==> config.mk <==
export PLATFORM = sky130hd
export DESIGN_NAME = hazardTop
export DESIGN_NICKNAME = d
export VERILOG_FILES = /design/src/hdl/ctrlPkg.sv /design/src/hdl/regPkg.sv /design/src/hdl/bypassSelect.sv /design/src/hdl/hazardTop.sv /design/src/hdl/issueTracker.sv /design/src/hdl/stallControl.sv
export SDC_FILE = /design/constraint.sdc
export NUM_CORES = 1
export LEC_CHECK = 0
export ABC_AREA = 1
export BUFFER_PORTS_ARGS = -buffer_cell sky130_fd_sc_hd__buf_2
export CAP_MARGIN = 20
export CORE_MARGIN = 4
export CORE_UTILIZATION = 40
export CTS_CLUSTER_DIAMETER = 120
export CTS_CLUSTER_SIZE = 28
export DETAILED_ROUTE_END_ITERATION = 12
export PLACE_DENSITY = 0.6
export SLEW_MARGIN = 10
export SYNTH_ARGS = -nofsm -noshare
export SYNTH_HDL_FRONTEND = slang
export SYNTH_SLANG_ARGS = --single-unit
==> constraint.sdc <==
create_clock -name clk -period 1.63 [get_ports clk]
set_input_delay 0.163 -clock clk [delete_from_list [all_inputs] [get_ports clk]]
set_output_delay 0.163 -clock clk [all_outputs]
set_load 0.1 [all_outputs]
==> src/hdl/ctrlPkg.sv <==
`default_nettype none

// Control side of the hazard logic: forwarding mux select codes
package ctrlPkg;

	localparam int FWD_W = 2;	// Select width of every bypass mux

	typedef logic [FWD_W-1:0] fwdSelT;

	localparam fwdSelT SEL_NONE = 2'b00;	// Register file value

	// Operands entering EX
	localparam fwdSelT SEL_EX   = 2'b01;	// EX result, via MEM1 pipe reg
	localparam fwdSelT SEL_MEM1 = 2'b10;	// MEM1 result, via MEM2 pipe reg
	localparam fwdSelT SEL_MEM2 = 2'b11;	// MEM2 result, via WB pipe reg

	// Operands used in ID (compare and ID read ports)
	// MEM1 and MEM2 keep the codes above; WB reuses 01 since EX never feeds ID
	localparam fwdSelT SEL_WB   = 2'b01;

endpackage

`default_nettype wire

==> src/hdl/regPkg.sv <==
`default_nettype none

// Register-file side of the hazard logic: register numbers and the
// fields a stage's writer record is built from
package regPkg;

	localparam int REG_W = 5;	// GPR index width

	typedef logic [REG_W-1:0] regNumT;	// One architectural register number

	localparam regNumT REG_ZERO = regNumT'(0);	// $zero, never a writer

	// Writer record of one stage, carried as separate signals
	//   rd   destination register
	//   rfWr will write rd, already false for $zero
	//   ld   result comes late (data memory or CP0 read)

endpackage

`default_nettype wire

==> src/hdl/bypassSelect.sv <==
`timescale 1ns/1ps
`default_nettype none

module bypassSelect import regPkg::*, ctrlPkg::*; (
	input  regNumT idRs,
	input  regNumT idRt,
	input  regNumT idRsCmp,
	input  regNumT idRtCmp,
	input  logic   idMux3Sel,	// rt operand taken from immediate path
	input  logic   alu1Sel,	// rs operand taken from shamt/PC path

	input  regNumT exRd,
	input  logic   exRfWr,
	input  logic   exLd,
	input  regNumT mem1Rd,
	input  logic   mem1RfWr,
	input  logic   mem1Ld,
	input  regNumT mem2Rd,
	input  logic   mem2RfWr,
	input  logic   mem2Ld,
	input  regNumT wbRd,
	input  logic   wbRfWr,

	output fwdSelT rsExSel,
	output fwdSelT rtExSel,
	output fwdSelT rsIdSel,
	output fwdSelT rtIdSel,
	output fwdSelT rsCmpSel,
	output fwdSelT rtCmpSel,
	output fwdSelT rsAluSel,
	output fwdSelT rtAluSel
);

	// Late writers still forward their code; stallControl holds ID
	// until the loaded value has actually reached the selected stage

	// Operand entering EX next cycle, youngest writer first
	function automatic fwdSelT exPathSel(input regNumT src);
		fwdSelT sel;
		if (exRfWr && (exRd == src)) begin
			sel = SEL_EX;
		end else if (mem1RfWr && (mem1Rd == src)) begin
			sel = SEL_MEM1;
		end else if (mem2RfWr && (mem2Rd == src)) begin
			sel = SEL_MEM2;
		end else begin
			sel = SEL_NONE;
		end
		return sel;
	endfunction

	// Operand used inside ID, EX result not yet available
	function automatic fwdSelT idPathSel(input regNumT src);
		fwdSelT sel;
		if (mem1RfWr && (mem1Rd == src)) begin
			sel = SEL_MEM1;
		end else if (mem2RfWr && (mem2Rd == src)) begin
			sel = SEL_MEM2;
		end else if (wbRfWr && (wbRd == src)) begin
			sel = SEL_WB;
		end else begin
			sel = SEL_NONE;
		end
		return sel;
	endfunction

	always_comb begin
		rsExSel  = exPathSel(idRs);
		rtExSel  = exPathSel(idRt);
		rsIdSel  = idPathSel(idRs);
		rtIdSel  = idPathSel(idRt);
		rsCmpSel = idPathSel(idRsCmp);	// Branch comparator ports
		rtCmpSel = idPathSel(idRtCmp);
		// ALU inputs skip the bypass when fed from elsewhere
		rsAluSel = alu1Sel   ? SEL_NONE : rsExSel;
		rtAluSel = idMux3Sel ? SEL_NONE : rtExSel;
	end

endmodule

`default_nettype wire

==> src/hdl/hazardTop.sv <==
`timescale 1ns/1ps
`default_nettype none

module hazardTop import regPkg::*, ctrlPkg::*; (
	input  logic   clk,
	input  logic   arstN,

	input  logic   idValid,
	input  regNumT idRs,
	input  regNumT idRt,
	input  regNumT idRsCmp,
	input  regNumT idRtCmp,
	input  regNumT idRd,
	input  logic   idRfWr,
	input  logic   idDmRd,
	input  logic   idCp0Rd,
	input  logic   idBjOp,
	input  logic   idMux3Sel,
	input  logic   alu1Sel,

	input  logic   iCacheDataOk,
	input  logic   dCacheDataOk,
	input  logic   mem1WaitOp,
	input  logic   mulBusy,
	input  logic   mem1Exc,

	output fwdSelT rsExSel,
	output fwdSelT rtExSel,
	output fwdSelT rsIdSel,
	output fwdSelT rtIdSel,
	output fwdSelT rsCmpSel,
	output fwdSelT rtCmpSel,
	output fwdSelT rsAluSel,
	output fwdSelT rtAluSel,

	output logic   pcWr,
	output logic   pfIfWr,
	output logic   ifIdWr,
	output logic   idExWr,
	output logic   exMem1Wr,
	output logic   mem1Mem2Wr,
	output logic   mem2WbWr,
	output logic   bubbleSel,
	output logic   dataStall,
	output logic   wholeStall
);

	// Writer records of the in-flight instructions
	regNumT exRd, mem1Rd, mem2Rd, wbRd;
	logic   exRfWr, exLd, mem1RfWr, mem1Ld, mem2RfWr, mem2Ld, wbRfWr;

	issueTracker uTracker (
		.clk        (clk),
		.arstN      (arstN),
		.idValid    (idValid),
		.idRd       (idRd),
		.idRfWr     (idRfWr),
		.idDmRd     (idDmRd),
		.idCp0Rd    (idCp0Rd),
		.idExWr     (idExWr),
		.exMem1Wr   (exMem1Wr),
		.mem1Mem2Wr (mem1Mem2Wr),
		.mem2WbWr   (mem2WbWr),
		.bubbleSel  (bubbleSel),
		.mem1Exc    (mem1Exc),
		.exRd       (exRd),
		.exRfWr     (exRfWr),
		.exLd       (exLd),
		.mem1Rd     (mem1Rd),
		.mem1RfWr   (mem1RfWr),
		.mem1Ld     (mem1Ld),
		.mem2Rd     (mem2Rd),
		.mem2RfWr   (mem2RfWr),
		.mem2Ld     (mem2Ld),
		.wbRd       (wbRd),
		.wbRfWr     (wbRfWr)
	);

	bypassSelect uBypass (
		.idRs      (idRs),
		.idRt      (idRt),
		.idRsCmp   (idRsCmp),
		.idRtCmp   (idRtCmp),
		.idMux3Sel (idMux3Sel),
		.alu1Sel   (alu1Sel),
		.exRd      (exRd),
		.exRfWr    (exRfWr),
		.exLd      (exLd),
		.mem1Rd    (mem1Rd),
		.mem1RfWr  (mem1RfWr),
		.mem1Ld    (mem1Ld),
		.mem2Rd    (mem2Rd),
		.mem2RfWr  (mem2RfWr),
		.mem2Ld    (mem2Ld),
		.wbRd      (wbRd),
		.wbRfWr    (wbRfWr),
		.rsExSel   (rsExSel),
		.rtExSel   (rtExSel),
		.rsIdSel   (rsIdSel),
		.rtIdSel   (rtIdSel),
		.rsCmpSel  (rsCmpSel),
		.rtCmpSel  (rtCmpSel),
		.rsAluSel  (rsAluSel),
		.rtAluSel  (rtAluSel)
	);

	stallControl uStall (
		.idValid      (idValid),
		.idRs         (idRs),
		.idRt         (idRt),
		.idBjOp       (idBjOp),
		.exRd         (exRd),
		.exRfWr       (exRfWr),
		.exLd         (exLd),
		.mem1Rd       (mem1Rd),
		.mem1RfWr     (mem1RfWr),
		.mem1Ld       (mem1Ld),
		.mem2Rd       (mem2Rd),
		.mem2RfWr     (mem2RfWr),
		.mem2Ld       (mem2Ld),
		.iCacheDataOk (iCacheDataOk),
		.dCacheDataOk (dCacheDataOk),
		.mem1WaitOp   (mem1WaitOp),
		.mulBusy      (mulBusy),
		.mem1Exc      (mem1Exc),
		.pcWr         (pcWr),
		.pfIfWr       (pfIfWr),
		.ifIdWr       (ifIdWr),
		.idExWr       (idExWr),
		.exMem1Wr     (exMem1Wr),
		.mem1Mem2Wr   (mem1Mem2Wr),
		.mem2WbWr     (mem2WbWr),
		.bubbleSel    (bubbleSel),
		.dataStall    (dataStall),
		.wholeStall   (wholeStall)
	);

endmodule

`default_nettype wire

==> src/hdl/issueTracker.sv <==
`timescale 1ns/1ps
`default_nettype none

module issueTracker import regPkg::*; (
	input  logic   clk,
	input  logic   arstN,

	input  logic   idValid,
	input  regNumT idRd,
	input  logic   idRfWr,
	input  logic   idDmRd,
	input  logic   idCp0Rd,

	input  logic   idExWr,
	input  logic   exMem1Wr,
	input  logic   mem1Mem2Wr,
	input  logic   mem2WbWr,
	input  logic   bubbleSel,
	input  logic   mem1Exc,

	output regNumT exRd,
	output logic   exRfWr,
	output logic   exLd,
	output regNumT mem1Rd,
	output logic   mem1RfWr,
	output logic   mem1Ld,
	output regNumT mem2Rd,
	output logic   mem2RfWr,
	output logic   mem2Ld,
	output regNumT wbRd,
	output logic   wbRfWr
);

	logic exSquash;	// EX receives a bubble
	logic idWrites;	// ID instruction really writes a GPR

	assign exSquash = bubbleSel | ~idValid | mem1Exc;
	assign idWrites = idRfWr & (idRd != REG_ZERO);	// $zero dropped here only

	// Control flags, cleared to an empty pipe
	always_ff @(posedge clk or negedge arstN) begin
		if (!arstN) begin
			exRfWr   <= 1'b0;
			exLd     <= 1'b0;
			mem1RfWr <= 1'b0;
			mem1Ld   <= 1'b0;
			mem2RfWr <= 1'b0;
			mem2Ld   <= 1'b0;
			wbRfWr   <= 1'b0;
		end else begin
			if (idExWr) begin
				exRfWr <= exSquash ? 1'b0 : idWrites;
				exLd   <= exSquash ? 1'b0 : (idDmRd | idCp0Rd);	// Late result
			end
			if (exMem1Wr) begin
				mem1RfWr <= mem1Exc ? 1'b0 : exRfWr;	// Squash faulting EX
				mem1Ld   <= mem1Exc ? 1'b0 : exLd;
			end
			if (mem1Mem2Wr) begin
				mem2RfWr <= mem1RfWr;
				mem2Ld   <= mem1Ld;
			end
			if (mem2WbWr) begin
				wbRfWr <= mem2RfWr;
			end
		end
	end

	// Destination register numbers of the four stages
	always_ff @(posedge clk or negedge arstN) begin
		if (!arstN) begin
			exRd   <= REG_ZERO;
			mem1Rd <= REG_ZERO;
			mem2Rd <= REG_ZERO;
			wbRd   <= REG_ZERO;
		end else begin
			if (idExWr) begin
				exRd <= idRd;
			end
			if (exMem1Wr) begin
				mem1Rd <= exRd;
			end
			if (mem1Mem2Wr) begin
				mem2Rd <= mem1Rd;
			end
			if (mem2WbWr) begin
				wbRd <= mem2Rd;
			end
		end
	end

endmodule

`default_nettype wire

==> src/hdl/stallControl.sv <==
`timescale 1ns/1ps
`default_nettype none

module stallControl import regPkg::*; (
	input  logic   idValid,
	input  regNumT idRs,
	input  regNumT idRt,
	input  logic   idBjOp,	// Branch/jump resolved in ID

	input  regNumT exRd,
	input  logic   exRfWr,
	input  logic   exLd,
	input  regNumT mem1Rd,
	input  logic   mem1RfWr,
	input  logic   mem1Ld,
	input  regNumT mem2Rd,
	input  logic   mem2RfWr,
	input  logic   mem2Ld,

	input  logic   iCacheDataOk,
	input  logic   dCacheDataOk,
	input  logic   mem1WaitOp,
	input  logic   mulBusy,
	input  logic   mem1Exc,

	output logic   pcWr,
	output logic   pfIfWr,
	output logic   ifIdWr,
	output logic   idExWr,
	output logic   exMem1Wr,
	output logic   mem1Mem2Wr,
	output logic   mem2WbWr,
	output logic   bubbleSel,
	output logic   dataStall,
	output logic   wholeStall
);

	logic exHit;
	logic mem1Hit;
	logic mem2Hit;

	// A writer matching either ID source register
	assign exHit   = exRfWr & ((exRd == idRs) | (exRd == idRt));
	assign mem1Hit = mem1RfWr & ((mem1Rd == idRs) | (mem1Rd == idRt));
	assign mem2Hit = mem2RfWr & ((mem2Rd == idRs) | (mem2Rd == idRt));

	// Loads resolve in MEM2; branches need operands already in ID
	assign dataStall = idValid & ((exHit & (exLd | idBjOp))
		| (mem1Hit & mem1Ld)
		| (mem2Hit & mem2Ld & idBjOp));

	assign wholeStall = ~iCacheDataOk | ~dCacheDataOk | mem1WaitOp | mulBusy;

	always_comb begin
		{pcWr, pfIfWr, ifIdWr, idExWr} = 4'b1111;	// Default: free running
		{exMem1Wr, mem1Mem2Wr, mem2WbWr} = 3'b111;
		bubbleSel = 1'b0;
		if (mem1Exc) begin
			// Flush path; the older stages still wait for the D-cache
			mem1Mem2Wr = dCacheDataOk;
			mem2WbWr   = dCacheDataOk;
		end else if (wholeStall) begin
			{pcWr, pfIfWr, ifIdWr, idExWr} = 4'b0000;	// Freeze everything
			{exMem1Wr, mem1Mem2Wr, mem2WbWr} = 3'b000;
		end else if (dataStall) begin
			{pcWr, pfIfWr, ifIdWr} = 3'b000;	// Hold front end
			bubbleSel = 1'b1;	// Insert bubble into EX
		end
	end

endmodule

`default_nettype wire

==> results of run 1 <==
[Yosys cell counts]
library cell  count  area [um2]
nand3_1          10        50.1
o21ai_2           1        8.76
o21ai_1           1        5.00
or2_2             1        6.26
o2111ai_1         2        17.5
o21ai_0          29         145
xor2_1            8        70.1
nand3_2           4        40.0
nor4_1            3        18.8
nor2_1           38         143
nor2_2            3        18.8
nand4_1           2        12.5
a21oi_1          14        70.1
clkinv_1          1        3.75
xnor2_1           2        17.5
inv_1            41         154
nor3_1            5        25.0
nand2b_1          2        12.5
buf_4             5        37.5
o22ai_1          12        75.1
buf_2             5        25.0
inv_2             9        33.8
nand2_1         128         480
o221ai_1          1        8.76
a31oi_1           1        6.26
nand2_2           2        12.5
a221oi_1          3        26.3
dfrtp_1          27         676
and3_1            1        6.26
o211ai_1          4        30.0
[worst paths after layout]
path | to | startpoint
setup / recovery | pfIfWr | uTracker.mem1Rd[0]
hold / removal | uTracker.exRd[4] | idRd[4]
setup reg to reg | uTracker.exRfWr | uTracker.mem1Rd[0]
hold reg to reg | uTracker.exLd | uTracker.exLd
max in group asynchronous | uTracker.mem2Rd[4] | arstN
min in group asynchronous | uTracker.wbRfWr | arstN
[power by group]
part           leakage [nW]  internal (mW)  switching (mW)
Sequential            0.339          0.757           0.116
Clock                0.0261          0.180           0.248
Combinational          1.53          0.516           0.705
[area by class of cell]
| type | instances | share of cell area [%] |
|---|---|---|
| sequential | 27 | 17.7 |
| inverter | 51 | 5.51 |
| timing repair buffer | 131 | 31.9 |
| clock buffer | 3 | 1.08 |
| clock inverter | 1 | 0.228 |
| multi-input combinational | 277 | 41.3 |
| tap | 70 | 2.28 |
[worst max-delay path, stage by stage, from the launching register on]
cell     delay (ns)
dfrtp_1        0.39
inv_2          0.08
buf_4          0.15
o21ai_2        0.11
nor2_2         0.05
nand3_2        0.07
nand2_2        0.07
nand2_2        0.07
nand3_4        0.11
a21oi_4        0.27
buf_12         0.21
[logic make-up after synthesis]
group           share of synthesized area, %
simple gates                            36.9
compound gates                          17.6
buf+inv                                 11.4
flops                                   30.2
xor+xnor                                3.92
[state kept, by name, indices dropped and copies added, names as in the netlist]
register / count
uTracker.wbRfWr: 1
uTracker.exLd: 1
uTracker.mem1Rd: 5
uTracker.mem2Rd: 5
uTracker.exRd: 5
uTracker.exRfWr: 1
uTracker.mem2RfWr: 1
uTracker.wbRd: 5
uTracker.mem1RfWr: 1
uTracker.mem2Ld: 1
uTracker.mem1Ld: 1
[repair_timing]
| item | in CTS | in global routing |
|---|---|---|
| setup buffers | 6 | 10 |
| resized for setup | 31 | 27 |
| setup endpoints to repair | 23 | 25 |
| endpoints found under the hold margin | 27 | 0 |
| hold buffers | 1 | 0 |
| pin swaps | 21 | 17 |
[cell usage in the layout (no fill, tap or decap), types with 7 or more instances in the layout]
cell,synthesis,final
nand3_1,10,8
inv_2,9,13
a21oi_1,14,7
buf_4,5,54
o21ai_0,29,25
nand2_2,2,12
xor2_1,8,8
buf_12,0,24
nor2_2,3,10
inv_1,41,32
buf_6,0,11
dfrtp_1,27,24
buf_2,5,41
o22ai_1,12,11
nor2_1,38,27
nand2_1,128,111
nand2_4,0,7
[layer usage]
layer	vias to the layer above	global-route usage, %	wire length, um
li1	1423	-	-
met1	1349	35.0	3640
met2	152	43.8	3990
met3	23	3.58	680
met4	0	4.74	168
met5	-	0	0
[per-stage QoR]
step	hold WS (ns)	util [%]	total power [mW]
2_1_floorplan	-0.133	-	1.48
3_3_place_gp	0.214	65.6	1.92
3_5_place_dp	0.220	65.6	1.93
4_1_cts	0.0963	69.7	2.43
5_1_grt	0.114	72.8	2.67
6_report	0.0994	72.8	2.52
==> results by group, run 1 <==
Synth
  • Synthesized area: 2240 um2
  • Synthesized flop and latch total: 27
  • Syn Nets: 404
  • Syn Area/Cell: 6.13 um2
  • Share of the yosys chip area belonging to registers: 30.2%
  • YS warnings: 0
  • Syn Inst Count: 365
  • Library cells used by synthesis: 30

Finish
  • Non-filler cells, final: 560
  • N_diodes: 0
  • Final net count: 530
  • Register area: 679 um2
  • Area Overhead vs Synth: 71.6%
  • Multi-input gate area: 1580 um2
  • Layout cells sized above 1: 44.5%
  • Filler cell count: 463
  • Cell area after layout: 3840 um2

Drt
  • DR pass1 iterations: 5
  • Drt via density: 5.26
  • Routed wire length per instance: 15.1 um
  • Vias: 2947
  • Final WL: 8480 um
  • Initial DRC Count: 221
  • DRC violations left: 0
  • Antenna Nets Post-Route: 0

Flow run
  • Max-Cap Viols: 0

Die
  • Core area: 5270 um2
  • Die Ht: 82.8 um
  • Die area: 6850 um2
  • Site row count: 26
  • Initial Util: 42.4%
  • I/O pin total: 65
  • Die W: 82.8 um

Worst setup path
  • CP Capture Type: output pin
  • Critical Path RT: 1.47 ns
  • Register-to-Register Path Depth: 12
  • Worst setup SP type: flip-flop
  • CP arrival: 1.86 ns
  • R2R Setup Slk: 0.03 ns
  • Crit-path max FO: 5
  • Type of the worst setup path: flip-flop to output pin

Run status
  • Status: finished, violations left
  • Violated checks: setup timing

Clocking
  • CTS tree: yes
  • CTS max path bufs: 2
  • Root Buffer Master: clkbuf_8
  • CTS sink cnt: 27
  • Clk Latency, worst-skew pair: 0.29 ns
  • CTS buffer count: 3
  • Reg clk slew, reported paths: 0.11 ns
  • H-tree depth: 1

STA
  • Final setup TNS: -6.75 ns
  • Max-slew violation count: 0
  • Final Setup Violations: 21
  • Clock skew: 0.0132 ns
  • Min Tclk post-route: 2.03 ns
  • Worst slew margin: 55.1%
  • Tcrit/Tclk final: 124%
  • Worst-Margin Slew: 0.673 ns
  • Hold Vio Cnt, Final: 0
  • RSZ-0062 raised after global routing: yes
  • Final worst slack: -0.398 ns
  • Fmax achieved: 493 MHz

Placement
  • Number of I/O port buffers: 64
  • Hpwl dp: 6770 um
  • Setup Slack @ Placement: -0.127 ns
  • Cell area after placement: 3460 um2
  • Routability cong.: 0.953
  • Placed insts: 539

Global routing
  • GRT Util Overall: 25.8%
  • Largest net degree at the start of global routing: 28
  • First-pass GRT wire length: 13300 um
  • Number of global-route vias before repair: 2692
  • Total global routing overflow: 0
  • Initial antenna violation count: 0

Power
  • PD cells: 657 nW/um2
  • Worst vdd ir: 0.605 mV
  • Leak pwr: 1.90 nW

Min path
  • Hold Path Depth: 3
  • Hold WC Path Type: input pin to flip-flop
(Power assumes the default switching activity.)
==> run 2, diff against run 1 <==
- MAX_ROUTING_LAYER: unset -> met4
==> results by group, run 2 (synthesized netlist as in run 1, its figures left out) <==
STA
  • Clock skew: 0.00632 ns (-0.00686 ns)
  • Hold Vio Cnt, Final: 0 (unchanged)
  • Min Tclk post-route: 2.04 ns (+0.0102 ns)
  • Tcrit/Tclk final: 125% (+0.63 points)
  • Max-slew violation count: 0 (unchanged)
  • RSZ-0062 raised after global routing: yes
  • Fmax achieved: 491 MHz (-0.50%)
  • Final setup TNS: -6.71 ns (+0.0318 ns)
  • Final Setup Violations: 22 (+4.8%)
  • Worst slew margin: 54.9% (-0.21 points)
  • Worst-Margin Slew: 0.676 ns (+0.00320 ns)
  • Final worst slack: -0.408 ns (-0.0102 ns)

Power
  • Leak pwr: 1.92 nW (+0.97%)
  • NetSw: 1.09 mW (+2.2%)
  • Worst vdd ir: 0.501 mV (-17%)
  • Seq pwr share: 34.5% (about the same)
  • Internal power: 1.45 mW (about the same)
  • Clock group share of total power: 16.4% (-0.6 points)
  • Comb pwr share: 49.1% (+0.7 points)
  • Switching share of power: 42.9% (+0.55 points)
  • PD cells: 652 nW/um2 (-0.82%)

Global routing
  • Largest net degree at the start of global routing: 28 (unchanged)
  • First-pass GRT wire length: 13300 um (+0.11%)
  • Met1 usage: 36.2% (+1.1 points)
  • Total global routing overflow: 0 (unchanged)
  • Met2 Usage GRT: 42.5% (-1.3 points)
  • Initial antenna violation count: 0 (unchanged)
  • GRT Util Overall: 26.5% (+0.75 points)
  • Gr busiest metal: met2
  • Met3 usage: 2.82% (-0.76 points)
  • Number of global-route vias before repair: 2677 (-0.56%)

Placement
  • Hpwl dp: 6780 um (+0.16%)
  • Cell area after placement: 3470 um2 (+0.29%)
  • Routability cong.: 0.939 (-1.5%)
  • Number of I/O port buffers: 64 (unchanged)

Drt
  • Vias: 2995 (+1.6%)
  • DR pass1 iterations: 5 (unchanged)
  • Routed wire length per instance: 15.9 um (+4.9%)
  • Drt via density: 5.31 (+0.91%)
  • Final WL: 8960 um (+5.7%)
  • DRC violations left: 0 (unchanged)
  • Antenna Nets Post-Route: 0 (unchanged)
  • Initial DRC Count: 193 (-13%)

Finish
  • Cell area after layout: 3910 um2 (+1.8%)
  • Multi-input gate area: 1610 um2 (+1.9%)
  • Area Overhead vs Synth: 74.7%
  • Most frequent cells in the layout: nand2_1 (104), buf_4 (54), buf_2 (41), inv_1 (30), nor2_1 (28)
  • Final net count: 534 (+0.75%)
  • Commonest non-fill, non-tap cell in the layout: nand2_1
  • Layout cells sized above 1: 46.8% (+2.3 points)
  • Register area: 682 um2 (+0.37%)
  • N_diodes: 0 (unchanged)
  • Post-layout util: 74.1% (+1.3 points)
  • Filler cell count: 446 (-3.7%)

Worst setup path
  • R2R Setup Slk: -0.01 ns (-0.04 ns)
  • CP arrival: 1.87 ns (about the same)
  • Critical Path RT: 1.47 ns (about the same)
  • Worst setup SP type: flip-flop
  • Type of the worst setup path: flip-flop to output pin
  • Crit-path max FO: 5 (unchanged)
  • CP Capture Type: output pin

Die
  • Site row count: 26 (unchanged)
  • I/O pin total: 65 (unchanged)
  • Core area: 5270 um2 (unchanged)
  • Die Ht: 82.8 um (unchanged)
  • Initial Util: 42.4% (unchanged)
  • Die W: 82.8 um (unchanged)
  • Die area: 6850 um2 (unchanged)

Clocking
  • Clk Latency, worst-skew pair: 0.28 ns (about the same)
  • Root Buffer Master: clkbuf_8
  • CTS max path bufs: 2 (unchanged)
  • CTS tree: yes
  • CTS sink cnt: 27 (unchanged)
  • H-tree depth: 1 (unchanged)
  • CTS buffer count: 3 (unchanged)
  • Reg clk slew, reported paths: 0.11 ns (about the same)

Run status
  • Status: finished, violations left
  • Violated checks: setup timing

Min path
  • Hold WC Path Type: input pin to flip-flop

Flow run
  • Max-Cap Viols: 0 (unchanged)
-- run 2: metal layers --
layer,vias up,part of all wire (%),routed length (um)
met5,-,0,0
met4,0,2.6,234
met3,26,7.6,679
met2,163,48,4330
met1,1376,41,3720
li1,1430,-,-
-- run 2: path summary, 6_finish.rpt --
| check | end | depth (start not counted) | start |
|---|---|---|---|
| min in group asynchronous | uTracker.wbRd[0] | 2 | arstN |
| worst min-delay path | uTracker.exRd[4] | 3 | idRd[4] |
| worst max register to register | uTracker.exRfWr | 11 | uTracker.mem2Rd[4] |
| worst max-delay path | dataStall | 10 | uTracker.mem2Rd[4] |
| worst min register to register | uTracker.exLd | 2 | uTracker.exLd |
| max in group asynchronous | uTracker.mem1Rd[2] | 2 | arstN |
-- run 2: worst max-delay path, stage by stage (launching register included) --
cell	delay, ns
dfrtp_2	0.47
inv_2	0.09
nand2_2	0.06
a21oi_2	0.20
nand3_2	0.14
nand2_2	0.11
nand2_2	0.06
nand3_4	0.09
nand2_1	0.09
clkinvlp_4	0.09
buf_12	0.16
-- run 2: area by class of cell --
cell class                      count  share of cell area [%]
Clock buffer                        3                    1.06
Clock inverter                      1                   0.192
Inverter                           51                    5.41
Multi-Input combinational cell    277                    41.3
Sequential cell                    27                    17.5
Tap cell                           70                    2.24
Timing Repair Buffer              135                    32.3
-- run 2: repair_timing --
| item | in CTS | in global routing |
|---|---|---|
| hold buffers | 1 | 0 |
| resized for setup | 20 | 53 |
| pin swaps | 12 | 21 |
| endpoints found under the hold margin | 27 | 0 |
| endpoints found under the setup margin | 23 | 25 |
| setup buffers | 6 | 12 |
| gates cloned | 0 | 0 |
-- run 2: stage by stage --
step                      worst slack (ns)  hold slack (ns)  std cells  power (mW)
after CTS                           -0.367            0.104        553        2.40
after floorplan                     -0.485           -0.133        365        1.48
after detailed placement            -0.113            0.224        542        1.94
after global placement             -0.0929            0.218        542        1.93
after global routing                -0.504            0.113        564        2.68
final                               -0.408            0.100        564        2.55
-- run 2: power by group through the flow --
stage / logic [mW] / clock network (mW) / registers, mW
floorplan: 0.623 / 0 / 0.853
global placement: 1.05 / 0 / 0.878
detailed placement: 1.06 / 0 / 0.881
CTS: 1.11 / 0.412 / 0.869
global route: 1.34 / 0.447 / 0.890
finish: 1.25 / 0.417 / 0.879
